<file path="src/hdl/pkt_pkg.sv">
package pkt_pkg;

   // ----------------------------------------------------------------------
   // Stream and field widths
   // ----------------------------------------------------------------------
   // One complex sample, 16-bit I over 16-bit Q
   localparam int sample_w = 32;
   localparam int word_w   = 64;
   // Packet size and sample counters
   localparam int size_w   = 14;
   localparam int burst_w  = 48;
   localparam int time_w   = 64;
   localparam int flow_w   = 32;
   localparam int incr_w   = 16;
   localparam int seq_w    = 8;
   // Timestamp entry holds EOB flag, size and packet time
   localparam int meta_w   = 1 + size_w + time_w;

   // Buffer depths as powers of two
   localparam int time_fifo_log2   = 4;
   localparam int sample_fifo_log2 = 8;

   // Two header lines counted in 32-bit words
   localparam logic [size_w-1:0] header_words = 4;

   // Packet type codes
   localparam logic [7:0] pkt_type_data = 8'h10;
   localparam logic [7:0] pkt_type_eob  = 8'h11;

   // ----------------------------------------------------------------------
   // Output word, seen as header line or as sample pair
   // ----------------------------------------------------------------------
   typedef union packed {
      struct packed {
         logic [7:0]        ptype;
         logic [seq_w-1:0]  seq;
         logic [size_w-1:0] size;
         logic [1:0]        zero;
         logic [flow_w-1:0] flow;
      } hdr;
      struct packed {
         logic [sample_w-1:0] early;
         logic [sample_w-1:0] late;
      } pair;
      logic [word_w-1:0] raw;
   } pkt_word_u;

endpackage

</file>
<file path="src/hdl/pkt_cfg_if.sv">
`timescale 1ns/1ns

interface pkt_cfg_if;

   // Frozen configuration, stable for the whole enable period
   logic [pkt_pkg::size_w-1:0]  packet_size;
   logic [pkt_pkg::burst_w-1:0] burst_size;
   logic [pkt_pkg::incr_w-1:0]  time_per_pkt;
   logic [pkt_pkg::time_w-1:0]  start_time;
   logic [pkt_pkg::flow_w-1:0]  flow_id;
   // Burst size of zero selects an endless burst
   logic                        infinite_burst;

   modport source (
      output packet_size, burst_size, time_per_pkt, start_time, flow_id, infinite_burst
   );

   // Ingress never needs the flow id
   modport ingress (
      input packet_size, burst_size, time_per_pkt, start_time, infinite_burst
   );

   modport framer (input flow_id);

endinterface

</file>
<file path="src/hdl/burst_ingress.sv">
`timescale 1ns/1ns

module burst_ingress (
   input  logic                         clk,
   input  logic                         rst,
   input  logic                         enable,
   pkt_cfg_if.ingress                   cfg,
   input  logic [pkt_pkg::sample_w-1:0] sample_data,
   input  logic                         sample_valid,
   output logic                         sample_ready,
   output logic [pkt_pkg::meta_w-1:0]   meta_data,
   output logic                         meta_valid,
   input  logic                         meta_space,
   output logic [pkt_pkg::word_w:0]     pair_data,
   output logic                         pair_valid,
   input  logic                         pair_space,
   output logic                         ingress_quiet
);

   enum logic {burst_new, burst_run} burst_state;
   enum logic [1:0] {in_idle, in_first, in_second} in_state;

   logic [pkt_pkg::burst_w-1:0]  burst_count;
   logic [pkt_pkg::burst_w-1:0]  burst_left;
   // 1-based index of the sample now at the input
   logic [pkt_pkg::size_w-1:0]   in_count;
   logic [pkt_pkg::time_w-1:0]   pkt_time;
   logic [pkt_pkg::time_w-1:0]   pkt_time_now;
   logic [pkt_pkg::sample_w-1:0] hold;
   logic                         beat;
   logic                         end_of_burst;
   logic                         end_of_packet;
   logic                         odd_tail;

   // Accept only with room in both buffers
   assign sample_ready = meta_space && pair_space && enable;
   assign beat         = sample_valid && sample_ready;

   // Samples left in the burst, counting the current one
   assign burst_left    = (burst_state == burst_new) ? cfg.burst_size : burst_count;
   assign end_of_burst  = !cfg.infinite_burst && (burst_left <= 1);
   // Short final packet when the burst runs out first
   assign end_of_packet = (in_count >= cfg.packet_size) || end_of_burst;
   // Odd sample count, last sample goes out alone
   assign odd_tail      = end_of_packet && in_count[0];

   // ----------------------------------------------------------------------
   // Burst tracking
   // ----------------------------------------------------------------------
   always_ff @(posedge clk) begin
      if (rst) begin
         burst_state <= burst_new;
         burst_count <= '0;
      end else if (!enable) begin
         burst_state <= burst_new;
      end else if (beat) begin
         burst_state <= end_of_burst ? burst_new : burst_run;
         // Wraps harmlessly in an endless burst
         burst_count <= burst_left - 1'b1;
      end
   end

   // ----------------------------------------------------------------------
   // Packet phase and sample pairing
   // ----------------------------------------------------------------------
   // Idle waits for a packet's first sample
   // Second half completes a pair, first half opens one
   always_ff @(posedge clk) begin
      if (rst || !enable) begin
         in_state <= in_idle;
         in_count <= 1;
      end else if (beat) begin
         if (end_of_packet) begin
            in_state <= in_idle;
            in_count <= 1;
         end else begin
            in_state <= (in_state == in_second) ? in_first : in_second;
            in_count <= in_count + 1'b1;
         end
      end
   end

   // Earlier sample of a pair
   always_ff @(posedge clk) begin
      if (beat) begin
         hold <= sample_data;
      end
   end

   // ----------------------------------------------------------------------
   // Packet time
   // ----------------------------------------------------------------------
   // Resolved at the first sample so a one-sample packet gets its own time
   always_comb begin
      if (in_state != in_idle) begin
         pkt_time_now = pkt_time;
      end else if (burst_state == burst_new) begin
         pkt_time_now = cfg.start_time;
      end else begin
         pkt_time_now = pkt_time
            + {{(pkt_pkg::time_w - pkt_pkg::incr_w){1'b0}}, cfg.time_per_pkt};
      end
   end

   always_ff @(posedge clk) begin
      if (beat) begin
         pkt_time <= pkt_time_now;
      end
   end

   // ----------------------------------------------------------------------
   // Buffer writes
   // ----------------------------------------------------------------------
   // One timestamp entry per packet, on its last sample
   assign meta_valid = beat && end_of_packet;
   assign meta_data  = {end_of_burst, in_count + pkt_pkg::header_words, pkt_time_now};

   // Pair word with packet-end flag on top
   assign pair_valid = beat && ((in_state == in_second) || odd_tail);
   assign pair_data  = {end_of_packet, odd_tail ? sample_data : hold, sample_data};

   // Between bursts with no packet open
   assign ingress_quiet = (burst_state == burst_new) && (in_state == in_idle);

endmodule

</file>
<file path="src/flat_wrapper.sv">
// flat-port wrapper written by rule: the top's interface ports become plain ports
module burst_ingress_flat 
  (clk, rst, enable, sample_data, sample_valid, sample_ready, meta_data, meta_valid, meta_space, pair_data, pair_valid, pair_space, ingress_quiet, cfg_packet_size, cfg_burst_size, cfg_time_per_pkt, cfg_start_time, cfg_infinite_burst);
  pkt_cfg_if cfg_i ();
  input  logic clk;
  input  logic rst;
  input  logic enable;
  input  logic [pkt_pkg::sample_w-1:0] sample_data;
  input  logic sample_valid;
  output logic sample_ready;
  output logic [pkt_pkg::meta_w-1:0] meta_data;
  output logic meta_valid;
  input  logic meta_space;
  output logic [pkt_pkg::word_w:0] pair_data;
  output logic pair_valid;
  input  logic pair_space;
  output logic ingress_quiet;
  input wire logic [$bits(cfg_i.packet_size)-1:0] cfg_packet_size;
  input wire logic [$bits(cfg_i.burst_size)-1:0] cfg_burst_size;
  input wire logic [$bits(cfg_i.time_per_pkt)-1:0] cfg_time_per_pkt;
  input wire logic [$bits(cfg_i.start_time)-1:0] cfg_start_time;
  input wire logic [$bits(cfg_i.infinite_burst)-1:0] cfg_infinite_burst;
  assign cfg_i.packet_size = cfg_packet_size;
  assign cfg_i.burst_size = cfg_burst_size;
  assign cfg_i.time_per_pkt = cfg_time_per_pkt;
  assign cfg_i.start_time = cfg_start_time;
  assign cfg_i.infinite_burst = cfg_infinite_burst;
  burst_ingress u_core (.clk(clk), .rst(rst), .enable(enable), .cfg(cfg_i), .sample_data(sample_data), .sample_valid(sample_valid), .sample_ready(sample_ready), .meta_data(meta_data), .meta_valid(meta_valid), .meta_space(meta_space), .pair_data(pair_data), .pair_valid(pair_valid), .pair_space(pair_space), .ingress_quiet(ingress_quiet));
endmodule
</file>
<file path="config.mk">
export PLATFORM = sky130hd
export DESIGN_NAME = burst_ingress_flat
export DESIGN_NICKNAME = d
export VERILOG_FILES = /design/src/hdl/pkt_pkg.sv /design/src/hdl/pkt_cfg_if.sv /design/src/hdl/burst_ingress.sv /design/src/flat_wrapper.sv
export SDC_FILE = /design/constraint.sdc
export NUM_CORES = 1
export LEC_CHECK = 0
export ABC_AREA = 0
export ABC_CLOCK_PERIOD_IN_PS = 7010
export BUFFER_PORTS_ARGS = -buffer_cell sky130_fd_sc_hd__buf_2
export CELL_PAD_IN_SITES_DETAIL_PLACEMENT = 1
export CELL_PAD_IN_SITES_GLOBAL_PLACEMENT = 2
export CORE_ASPECT_RATIO = 0.8
export CORE_MARGIN = 8
export CORE_UTILIZATION = 29
export CTS_CLUSTER_DIAMETER = 60
export CTS_CLUSTER_SIZE = 8
export DETAILED_ROUTE_END_ITERATION = 10
export GPL_TIMING_DRIVEN = 0
export PLACE_DENSITY = 0.86
export SLEW_MARGIN = 20
export SYNTH_ARGS = -nofsm -noshare
export SYNTH_HDL_FRONTEND = slang
export SYNTH_SLANG_ARGS = --single-unit
export TNS_END_PERCENT = 100
</file>
<file path="constraint.sdc">
create_clock -name clk -period 7.01 [get_ports clk]
set_clock_uncertainty 0.05 [all_clocks]
set_input_delay 1.402 -clock clk [delete_from_list [all_inputs] [get_ports clk]]
set_output_delay 1.402 -clock clk [all_outputs]
set_load 0.005 [all_outputs]
</file>
# Word-level counts from Yosys, hierarchy flattened
# Cells that the tools add are included.
# classes
n_addsub	4
order_cmp	2
n_eq_ne	1
mux	8
bitwise	2
reduce_logical	17
# ops
operator	count
2-to-1 mux 64 bit	2
adder 64 x 16 -> 64 bit	1
<= comparator 48 x 1 -> 1 bit (second input constant)	1
2-to-1 mux 48 bit	1
subtractor 48 x 1 -> 48 bit (second input constant)	1
2-to-1 mux 32 bit	1
adder 14 x 1 -> 14 bit (second input constant)	1
adder 14 x 3 -> 14 bit (second input constant)	1
>= comparator 14 bit	1
2-to-1 mux 14 bit	1
logical AND 1 bit	8
2-to-1 mux 2 bit	2
logical OR 1 bit	3
== test 2 bit (second input constant)	1
logical NOT 1 bit	2
logical NOT 2 bit	1
inverter 1 bit	2
AND reduction 2 bit	1
nonzero test 2 bit	1
OR reduction 2 bit	1
2-to-1 mux 1 bit	1
# totals
regBits	161
inputBits	181
out_inout_bits	148
elab_cells	40

# Logic depth before layout (Yosys ltp)
# Gate-level depths: netlist of run 1.
# logic_depth
depth_word	7
ltp_mapped	17
depth_no_buf	10

# Worst setup path after synthesis of run 1
# No wires, ideal clock.
# synth_path
path_type	input-to-output
startpoint	input sample_valid
endpoint	output meta_valid
t_arrival_ns	5.406
required_time_ns	5.558
path_slack_ns	0.152
stages	6
path_buffers	3
path_cell_list	nand4_1 > inv_1 > clkbuf_1 > clkbuf_1 > buf_1 > and2_1
# synth_via
elab_chain_len	2
# synth_lines
element	line_no	source
start, declared	flat_wrapper.sv:9	input logic sample_valid;
logical AND 1 bit	burst_ingress.sv:37	assign beat = sample_valid && sample_ready;
via u_core.beat	burst_ingress.sv:30	logic beat;
logical AND 1 bit	burst_ingress.sv:115	assign meta_valid = beat && end_of_packet;
end, declared	flat_wrapper.sv:12	output logic meta_valid;
# The timed path passes the listed nets, and every way through them passes these cells.

# Worst setup path in the final report of run 1
# layout_path
startpoint	register u_core.burst_state
endpoint	output pair_data[51] (netlist bit)
# layout_via
elab_chain_len	6
# layout_lines
element	line_no	source
start, declared	burst_ingress.sv:20	enum logic {burst_new, burst_run} burst_state;
start signal, assigned	burst_ingress.sv:52	burst_state <= burst_new;
start signal, assigned	burst_ingress.sv:55	burst_state <= burst_new;
start signal, assigned	burst_ingress.sv:57	burst_state <= end_of_burst ? burst_new : burst_run;
2-to-1 mux 48 bit	burst_ingress.sv:40	assign burst_left = (burst_state == burst_new) ? cfg.burst_size : burst_count;
<= comparator 48 x 1 -> 1 bit	burst_ingress.sv:41	assign end_of_burst = !cfg.infinite_burst && (burst_left <= 1);
logical AND 1 bit	burst_ingress.sv:41	
via u_core.end_of_burst	burst_ingress.sv:31	logic end_of_burst;
logical OR 1 bit	burst_ingress.sv:43	assign end_of_packet = (in_count >= cfg.packet_size) || end_of_burst;
via u_core.end_of_packet	burst_ingress.sv:32	logic end_of_packet;
logical AND 1 bit	burst_ingress.sv:45	assign odd_tail = end_of_packet && in_count[0];
2-to-1 mux 32 bit	burst_ingress.sv:120	assign pair_data = {end_of_packet, odd_tail ? sample_data : hold, sample_data};
end, declared	flat_wrapper.sv:14	output logic [pkt_pkg::word_w:0] pair_data;
# The timed path passes the listed nets, and every way through them passes these cells.

==> run_results.csv, run 1 <==
group,metric,value,unit
setup_path,path_common_cell,"buf_2",
logic_synthesis,synthDistinctLibCells,84,
cts,clkSinkCount,161,
timing,rsz0062_at_grt,"false",
cells_and_area,layout-drive-gt1-share,0.2799,
global_routing,grt_overflow,0,
cells_and_area,layout_common_cells,"buf_2 (344), nand2_1 (122), a21oi_1 (102)",
floorplan,dieArea,49220,µm²
timing,finalCriticalPeriod,6770,ps
timing,fmax,0.1477,GHz
floorplan,placementRows,67,
timing,holdWs,424.9,ps
cells_and_area,syn2layout_area_growth,24.70,%
logic_synthesis,ys_seq_elements,161,
floorplan,core,41830,µm²
logic_synthesis,syn_nets,1620,
logic_synthesis,synth_cells,1404,
setup_path,crit_type,"register to primary output",
logic_synthesis,ys_warn_count,0,
place,place_hpwl,44.07,mm
cells_and_area,final_area,15310,µm²
timing,period_share,0.9658,
route,routed_wl,56.63,mm
power,swShare,0.2799,
cts,cts_tree,"built",
route,vias,13228,
setup_path,crit_family,"buffers and inverters",
logic_synthesis,synth_flop_cell,"edfxtp_1",
cells_and_area,post-route-util,0.3660,
route,drc,0,
global_routing,grt_pass1_vias,13529,
power,power.internal,1764,µW
power,ir_drop,0.1597,mV
cts,htree_levels,4,
run,maxCapViolCount,0,
logic_synthesis,yosys.area_share.xor_xnor,0.03638,
setup_path,arrival,5320,ps
power,p_seq_frac,0.426,
setup_path,critical_path_required,5560,ps
floorplan,die_y,200.1,µm
route,ant_nets,0,
cells_and_area,final_common_cell,"buf_2",
place,dpl_cell_area,14680,µm²
power,p_per_area,160.0,nW/µm²
cts,clkTransAtPathRegs,80,ps
route,viasPerCell,5.707,
global_routing,grtUsageTotal,0.2192,
setup_path,cp-end-kind,"primary output",
cts,cts_buffers,17,
cts,clk_path_buf_depth,2,
global_routing,grt_first_pass_wirelength,83.18,mm
timing,hold_viol,0,
logic_synthesis,avgSynthCellArea,8.746,µm²
logic_synthesis,yosysSeqAreaShare,0.3407,
route,firstDrtPassIters,5,
logic_synthesis,synth_compound_area_frac,0.1963,
cts,post_cts_buffers,0,
logic_synthesis,synthAdderAreaFrac,0.03627,
power,comb_power_share,0.155,
timing,relSlewSlack,0.2857,
outcome,status,"finished clean",
timing,setup_viol,0,
place,pre_cts_slack,-1152,ps
timing,worst_slew_pin_slew,1065,ps
route,drtIter0Drc,927,
power,p_leak,0.006028,µW
floorplan,fp.dieW,246.1,µm
logic_synthesis,synth_mux_area_frac,0.1017,
logic_synthesis,async_flop_share,0,
setup_path,crit_path_cell_trace,"buf_4 -> buf_2 -> buf_2 -> clkbuf_4 -> buf_2 -> buf_12 -> mux2i_1 -> ha_2 -> o21bai_1 -> nor4_1 -> and4bb_1 -> nand3b_2 -> nand2_4 -> buf_6 -> mux2_4 -> buf_2",
cts,clk_latency,470,ps
setup_path,cp_max_fo,28,
logic_synthesis,syn_area,12280,µm²
power,p_switching,685.9,µW
logic_synthesis,synth_top_family_by_area,"simple AND/OR/NAND/NOR gates",
logic_synthesis,synth_edf_count,96,
logic_synthesis,synthSimpleGateAreaFrac,0.2261,
floorplan,start_util,0.2935,
global_routing,grt_start_max_net_pins,31,
setup_path,slowest_delay,490,ps
setup_path,crit_path_top_delay_cell,"dfxtp_1",
cells_and_area,fin_nets,1968,
place,place.gp.congestion,0.9055,
route,avgRoutedWirePerCell,24.43,µm
setup_path,path_buf_inv,8,
floorplan,num_io_pins,329,
min_path,min_path_type,"register to register",
global_routing,antenna_found_initial,7,
timing,fin_ws,239.9,ps
place,io_buffer_count,328,
power,p_clk_frac,0.419,
setup_path,critPathLaunchType,"register",
cts,root_buffer,"clkbuf_16",
timing,maxSlewViolCount,0,
-- registers in the layout (all words and copies together) (netlist names) --
register / cells
u_core.pkt_time: 64
u_core.burst_count: 48
u_core.hold: 32
u_core.in_count: 14
u_core.in_state: 2
u_core.burst_state: 1
-- layer usage --
metal	wire length (µm)	vias to the layer above	share of wire	global-route usage
li1	-	5994	-	-
met1	25080	6586	0.44	0.2902
met2	25620	552	0.45	0.3510
met3	4773	84	0.084	0.05918
met4	1085	12	0.019	0.05762
met5	72	-	0.0013	0
-- metrics by stage --
stage / total power (µW) / instances / setup TNS (ps)
2_1_floorplan: 1250 / 1404 / 0
3_3_place_gp: 1430 / 2284 / -193300
3_5_place_dp: 1442 / 2287 / -37450
4_1_cts: 2472 / 2317 / 0
5_1_grt: 2540 / 2317 / 0
6_report: 2450 / 2318 / 0
-- logic make-up (layout without fill, tap and decap cells) --
logic type / count (synthesis) / count (layout)
buffers and inverters: 153 / 514
multiplexers: 108 / 108
adder cells (fa/ha/maj): 35 / 35
other: 0 / 1
XOR/XNOR: 51 / 51
AO/OA/AOI/OAI: 365 / 365
flip-flops: 161 / 161
AND/OR/NAND/NOR: 531 / 531
-- synth_stat cells (17+ instances only) --
| cell type | number | area share |
|---|---|---|
| nand3_1 | 67 | 0.027 |
| edfxtp_1 | 96 | 0.23 |
| nand2_1 | 122 | 0.037 |
| buf_4 | 40 | 0.024 |
| a21oi_1 | 102 | 0.042 |
| clkbuf_1 | 57 | 0.017 |
| nor3_1 | 46 | 0.019 |
| and3_1 | 20 | 0.010 |
| a22oi_1 | 18 | 0.011 |
| xor2_1 | 24 | 0.017 |
| nor2_1 | 90 | 0.028 |
| dfxtp_1 | 65 | 0.11 |
| a31oi_1 | 25 | 0.013 |
| inv_1 | 31 | 0.0095 |
| o21ai_0 | 58 | 0.024 |
| buf_2 | 17 | 0.0069 |
| o22ai_1 | 34 | 0.017 |
| mux2i_1 | 64 | 0.052 |
| and2_1 | 21 | 0.011 |
| mux2_4 | 30 | 0.037 |
| xnor2_1 | 27 | 0.019 |
| nand4_1 | 27 | 0.014 |
| ha_1 | 34 | 0.035 |
| or3_1 | 35 | 0.018 |
-- final cells by class --
type	instances	area, µm²
clock inverter	11	122.6
multi-input combinational	1090	7340
tap	552	690.7
inverter	32	120.1
timing repair buffer	331	1702
clock buffer	21	491.7
antenna	1	2.502
buffer	119	659.4
fill	5030	26520
sequential	161	4184
-- worst register-to-register path, stage by stage (launching register included) --
cell,delay (ps)
dfxtp_1,490
buf_4,280
buf_2,310
buf_2,320
clkbuf_4,320
buf_2,340
buf_12,300
mux2i_1,340
ha_2,310
o211ai_1,230
or4_1,530
buf_2,220
a2111oi_4,410
mux2_4,340
a22oi_2,130
a21oi_2,70
-- power groups by stage --
stage / Clock [µW] / Combinational [µW] / Sequential [µW]
2_1_floorplan: 0 / 190 / 1060
3_3_place_gp: 0 / 364 / 1070
3_5_place_dp: 0 / 377 / 1070
4_1_cts: 1050 / 379 / 1040
5_1_grt: 1080 / 411 / 1050
6_report: 1030 / 379 / 1040
-- path summary, 6_finish.rpt --
check                                                        start                             endpoint  slack, ps  cells after the start
worst max-delay path               u_core.burst_state$_SDFFE_PP0P_                        pair_data[51]        240                     16
worst min-delay path            u_core.burst_count[0]$_SDFFE_PP0P_   u_core.burst_count[0]$_SDFFE_PP0P_        420                      2
worst max register to register     u_core.burst_state$_SDFFE_PP0P_  u_core.burst_count[18]$_SDFFE_PP0P_       1880                     15
worst min register to register  u_core.burst_count[0]$_SDFFE_PP0P_   u_core.burst_count[0]$_SDFFE_PP0P_        420                      2
-- repair_timing --
action	4_1_cts	5_1_grt
endpoints found under the hold margin	0	0
gates resized for setup	2	5
cloned	0	0
endpoints found under the setup margin	36	30
hold buffers	0	0
No activity file was read; power rests on OpenSTA's default activity.
==> run 2, diff against run 1 <==
- PLACE_DENSITY: 0.86 -> not set
- PLACE_DENSITY_LB_ADDON: not set -> 0.1
==> run 2 against run 1 <==
Combinational power hardly changed. Sequential share of layout area barely moved. Setup slack better by 160 ps. Clock-buffer cell count is 1 higher. Clock power is 5% lower. Hold slack lost 13 ps. Sequential power about the same. Core utilization hardly changed. Design area hardly changed. Global-route usage is 0.77 points higher. Cell count up 0.22%.
==> run_results.csv, run 2 (synthesized netlist as in run 1, its figures left out) <==
group,metric,value,unit
outcome,status,"finished clean",
route,drc,0,
setup_path,crit_path_cell_trace,"buf_4 -> buf_4 -> buf_4 -> buf_4 -> buf_6 -> clkbuf_8 -> mux2i_1 -> ha_1 -> o21bai_1 -> nor4_1 -> and4bb_1 -> nand3b_2 -> nand2_4 -> buf_6 -> mux2_4 -> buf_2",
global_routing,antenna_found_initial,6,
floorplan,placementRows,67,
setup_path,slowest_delay,480,ps
timing,rsz0062_at_grt,"false",
global_routing,grt_first_pass_wirelength,84.62,mm
setup_path,critPathLaunchType,"register",
floorplan,fp.dieW,246.1,µm
timing,hold_viol,0,
cells_and_area,regMostFlops,"u_core.pkt_time",
cts,cts_buffers,17,
cts,root_buffer,"clkbuf_16",
cts,post_cts_buffers,0,
setup_path,ff2ff_setup_slack,1990,ps
timing,setup_viol,0,
cells_and_area,finalNonFillerCells,2323,
setup_path,path_common_cell,"buf_4",
place,dpl.cell_count,2288,
cells_and_area,largest_reg_flops,64,
place,io_buffer_count,328,
timing,finalCriticalPeriod,6611,ps
route,ant_nets,0,
cts,cts_tree,"built",
timing,relSlewSlack,0.2339,
cells_and_area,fill_cells,5050,
global_routing,grt_start_max_net_pins,30,
cells_and_area,layout_common_cells,"buf_2 (341), nand2_1 (122), a21oi_1 (102)",
timing,fmax,0.1513,GHz
cts,ctsHoldBuffers,0,
cts,clkSinkCount,161,
power,p_leak,0.006020,µW
power,ir_drop,0.1353,mV
route,viasPerCell,5.522,
min_path,holdPathStages,2,
cells_and_area,final_common_cell,"buf_2",
global_routing,grt_overflow,0,
setup_path,crit_path_top_delay_cell,"dfxtp_1",
route,routed_wl,57.96,mm
route,firstDrtPassIters,8,
route,wl_met2,25.75,mm
global_routing,grt_pass1_vias,13115,
place,place_hpwl,45.15,mm
floorplan,core,41830,µm²
setup_path,critical_path_required,5560,ps
cts,clkTransAtPathRegs,70,ps
cells_and_area,top_regs,"u_core.pkt_time: 64 flops, u_core.burst_count: 48 flops, u_core.hold: 32 flops",
setup_path,cp-end-kind,"primary output",
setup_path,cp_max_fo,19,
route,vias,12828,
min_path,min_path_type,"register to register",
cts,clk_latency,470,ps
cells_and_area,multi_input_area,7337,µm²
cells_and_area,regArea,4184,µm²
timing,period_share,0.9431,
setup_path,crit_type,"register to primary output",
route,drtIter0Drc,922,
route,detail_route.wirelength.met1,27.94,mm
floorplan,start_util,0.2935,
route,avgRoutedWirePerCell,24.95,µm
run,maxCapViolCount,0,
timing,finalSetupTns,0,ps
cts,clk_path_buf_depth,2,
route,wl_met3,3.437,mm
floorplan,dieArea,49220,µm²
cells_and_area,syn2layout_area_growth,24.73,%
setup_path,arrival,5160,ps
setup_path,reg2reg_depth,14,
global_routing,grtUsageTotal,0.2270,
cells_and_area,layout-drive-gt1-share,0.2792,
place,place.gp.congestion,0.8387,
cells_and_area,fin_nets,1969,
power,p_per_area,156.9,nW/µm²
cts,htree_levels,4,
route,top_layer,"met5",
floorplan,num_io_pins,329,
floorplan,die_y,200.1,µm
timing,worst_slew_pin_slew,1149,ps
timing,maxSlewViolCount,0,
cts,postCtsResizedCells,8,
## run 2: cell types whose count changed in the layout (fill, tap and decap cells not counted), moves of 2 or more
| cell | before | now |
|---|---|---|
| inv_4 | 1 | 3 |
| buf_2 | 344 | 341 |
| bufinv_16 | 2 | 0 |
| inv_6 | 3 | 0 |
| diode_2 | 1 | 5 |
| buf_4 | 40 | 43 |
## run 2: stage by stage
stage / power [µW] / hold slack, ps / util / setup WS [ps] / instance area (µm²)
final: 2403 / 411.6 / 0.3661 / 398.6 / 15320
after global routing: 2489 / 446.2 / 0.3661 / 79.78 / 15310
after CTS: 2429 / 414.9 / 0.3660 / 78.91 / 15310
after detailed placement: 1446 / 403.1 / 0.3517 / -1053 / 14710
after global placement: 1440 / 391.9 / 0.3493 / -3232 / 14610
after floorplan: 1250 / 386.0 / - / 152.3 / 12280
## run 2: critical path: cells and delay by family, from the launching register on
| kind | cells | cell delay, ps |
|---|---|---|
| compound gates | 1 | 120 |
| mux | 2 | 580 |
| fa+ha+maj | 1 | 320 |
| flops | 1 | 480 |
| buf+inv | 8 | 2030 |
| simple gates | 4 | 1110 |
## run 2: metal layers
| layer | global-route usage | vias up |
|---|---|---|
| met3 | 0.04681 | 51 |
| met4 | 0.05500 | 4 |
| li1 | - | 6006 |
| met5 | 0 | - |
| met1 | 0.3186 | 6388 |
| met2 | 0.3536 | 379 |
## run 2: where the power goes
part / total (µW) / internal, µW / leakage [µW] / switching, µW
combinational: 380 / 163 / 0.00434 / 217
clock: 979 / 517 / 0.000287 / 461
sequential: 1040 / 1030 / 0.00140 / 18.9
total: 2400 / 1710 / 0.00602 / 697
## run 2: area by class of cell
class,instances,area share
Multi-Input combinational cell,1090,0.4790
Sequential cell,161,0.2732
Timing Repair Buffer,332,0.1129
Tap cell,552,0.04509
Buffer,119,0.04338
Clock buffer,22,0.03309
Inverter,32,0.007843
Clock inverter,10,0.004656
Antenna cell,5,0.0008169
## run 2: final timing paths
path,startpoint,end
hold / removal,u_core.burst_count[0]$_SDFFE_PP0P_,u_core.burst_count[0]$_SDFFE_PP0P_
hold reg to reg,u_core.burst_count[0]$_SDFFE_PP0P_,u_core.burst_count[0]$_SDFFE_PP0P_
setup / recovery,u_core.burst_state$_SDFFE_PP0P_,pair_data[39]
setup reg to reg,u_core.burst_state$_SDFFE_PP0P_,u_core.burst_count[24]$_SDFFE_PP0P_
==> run 3, diff against run 2 <==
- MAX_ROUTING_LAYER: not set -> met4
==> run 3 against run 2 <==
Via count about the same. Core utilization barely moved. Sequential share of layout area is essentially flat. Register-to-register slack got worse by 80 ps. Clock-buffer cell count did not move. Setup slack lost 13 ps. Die area stayed put. Critical path type unchanged.
==> run_results.csv, run 3 (synthesized netlist as in run 1, its figures left out) <==
group,metric,value,unit
outcome,status,"finished clean",
cells_and_area,regMostFlops,"u_core.pkt_time",
global_routing,antenna_found_initial,6,
setup_path,cp_max_fo,19,
floorplan,fp.dieW,246.1,µm
cells_and_area,fin_nets,1969,
cells_and_area,final_common_cell,"buf_2",
min_path,min_path_type,"register to register",
power,ir_drop,0.1353,mV
cts,root_buffer,"clkbuf_16",
floorplan,dieArea,49220,µm²
cells_and_area,layout-drive-gt1-share,0.2792,
cells_and_area,largest_reg_flops,64,
setup_path,reg2reg_from,"u_core.burst_state$_SDFFE_PP0P_",
min_path,min_from,"u_core.burst_count[0]$_SDFFE_PP0P_",
floorplan,placementRows,67,
setup_path,arrival,5170,ps
min_path,holdPathStages,2,
min_path,worstHoldEndpoint,"u_core.burst_count[0]$_SDFFE_PP0P_",
power,p_leak,0.006020,µW
global_routing,grt_use_met3,0.04122,
global_routing,grtUsageMet1,0.3216,
cts,clk_path_buf_depth,2,
timing,finalCriticalPeriod,6624,ps
cells_and_area,regArea,4184,µm²
global_routing,grt_overflow,0,
cts,post_cts_buffers,0,
timing,hold_viol,0,
timing,finalSetupTns,0,ps
cts,htree_levels,4,
place,dpl_cell_area,14710,µm²
timing,relSlewSlack,0.2181,
global_routing,grt_util_met2,0.3541,
cells_and_area,post-route-util,0.3663,
route,viasPerCell,5.521,
route,routed_wl,57.99,mm
global_routing,grt_most_used_layer,"met2",
route,avgRoutedWirePerCell,24.94,µm
floorplan,die_y,200.1,µm
setup_path,critPathLaunchType,"register",
place,io_buffer_count,328,
setup_path,critical_path_required,5560,ps
timing,rsz0062_at_grt,"false",
setup_path,cp-end-kind,"primary output",
cts,clkSinkCount,161,
power,power,2402,µW
cells_and_area,top_regs,"u_core.pkt_time: 64 flops, u_core.burst_count: 48 flops, u_core.hold: 32 flops",
run,maxCapViolCount,0,
cells_and_area,layout_common_cells,"buf_2 (341), nand2_1 (122), a21oi_1 (102)",
setup_path,reg2reg_depth,14,
timing,worst_slew_pin_slew,1173,ps
power,p_per_area,156.8,nW/µm²
cts,clk_latency,470,ps
setup_path,ff2ff_setup_slack,1910,ps
global_routing,grt_first_pass_wirelength,84.62,mm
timing,maxSlewViolCount,0,
setup_path,rr_endpoint,"u_core.burst_count[24]$_SDFFE_PP0P_",
route,drc,0,
route,vias,12837,
cts,cts_tree,"built",
cells_and_area,fill_cells,5050,
route,drtIter0Drc,963,
cells_and_area,syn2layout_area_growth,24.77,%
global_routing,grt_pass1_vias,13127,
timing,period_share,0.9449,
timing,setup_viol,0,
cts,clkTransAtPathRegs,70,ps
cts,cts_buffers,17,
route,ant_nets,0,
cts,ctsHoldBuffers,0,
cells_and_area,final_area,15320,µm²
setup_path,crit_type,"register to primary output",
global_routing,grtUsageTotal,0.2337,
route,firstDrtPassIters,5,
cells_and_area,multi_input_area,7337,µm²
global_routing,grt_start_max_net_pins,30,
floorplan,core,41830,µm²
timing,fmax,0.1510,GHz
place,place.gp.congestion,0.8518,
place,place_hpwl,45.15,mm
floorplan,start_util,0.2935,
floorplan,num_io_pins,329,
run 3: worst max-delay path by stage:
stage,from,endpoint,cells past startpoint
detailed placement,u_core.burst_state$_SDFFE_PP0P_,pair_data[39],18
global route,u_core.burst_state$_SDFFE_PP0P_,pair_data[39],16
CTS,u_core.burst_state$_SDFFE_PP0P_,pair_data[39],17
global placement,enable,meta_valid,8
floorplan,sample_valid,meta_valid,6
finish,u_core.burst_state$_SDFFE_PP0P_,pair_data[35],16
run 3: stage by stage:
stage	cells	hold slack [ps]	setup WS (ps)
6_report	2325	413.1	386.0
2_1_floorplan	1404	386.0	152.3
3_3_place_gp	2284	391.9	-3232
3_5_place_dp	2288	403.1	-1053
5_1_grt	2324	446.2	78.34
4_1_cts	2319	414.9	78.91
run 3: layer usage:
| metal | up-vias | share of wire |
|---|---|---|
| met5 | - | 0 |
| li1 | 6013 | - |
| met2 | 385 | 0.45 |
| met1 | 6393 | 0.48 |
| met4 | 0 | 0.014 |
| met3 | 46 | 0.057 |
run 3: repair_timing:
action,CTS,global route
hold endpoints to repair,0,0
pin swaps,0,0
gates cloned,0,0
resized for setup,8,0
setup endpoints to repair,36,29
run 3: where the power goes:
part	switching [µW]	internal [µW]
sequential	19.0	1030
clock	461	517
combinational	217	163
run 3: area by class of cell:
| cell class | instances | area share |
|---|---|---|
| sequential | 161 | 0.2731 |
| timing repair buffer | 332 | 0.1129 |
| clock inverter | 10 | 0.004655 |
| inverter | 32 | 0.007840 |
| antenna | 7 | 0.001143 |
| clock buffer | 22 | 0.03307 |
| multi-input combinational | 1090 | 0.4789 |
| tap | 552 | 0.04508 |
| buffer | 119 | 0.04336 |
run 3: critical path: stages (launching register included):
cell and delay [ps]:
dfxtp_1 490, buf_4 350, buf_4 270, buf_4 250, buf_4 250, buf_6 300
clkbuf_8 290, mux2i_1 280, ha_1 320, o21bai_1 120, nor4_1 330, and4bb_1 370
nand3b_2 270, nand2_4 120, buf_6 190, mux2_4 310, buf_2 130
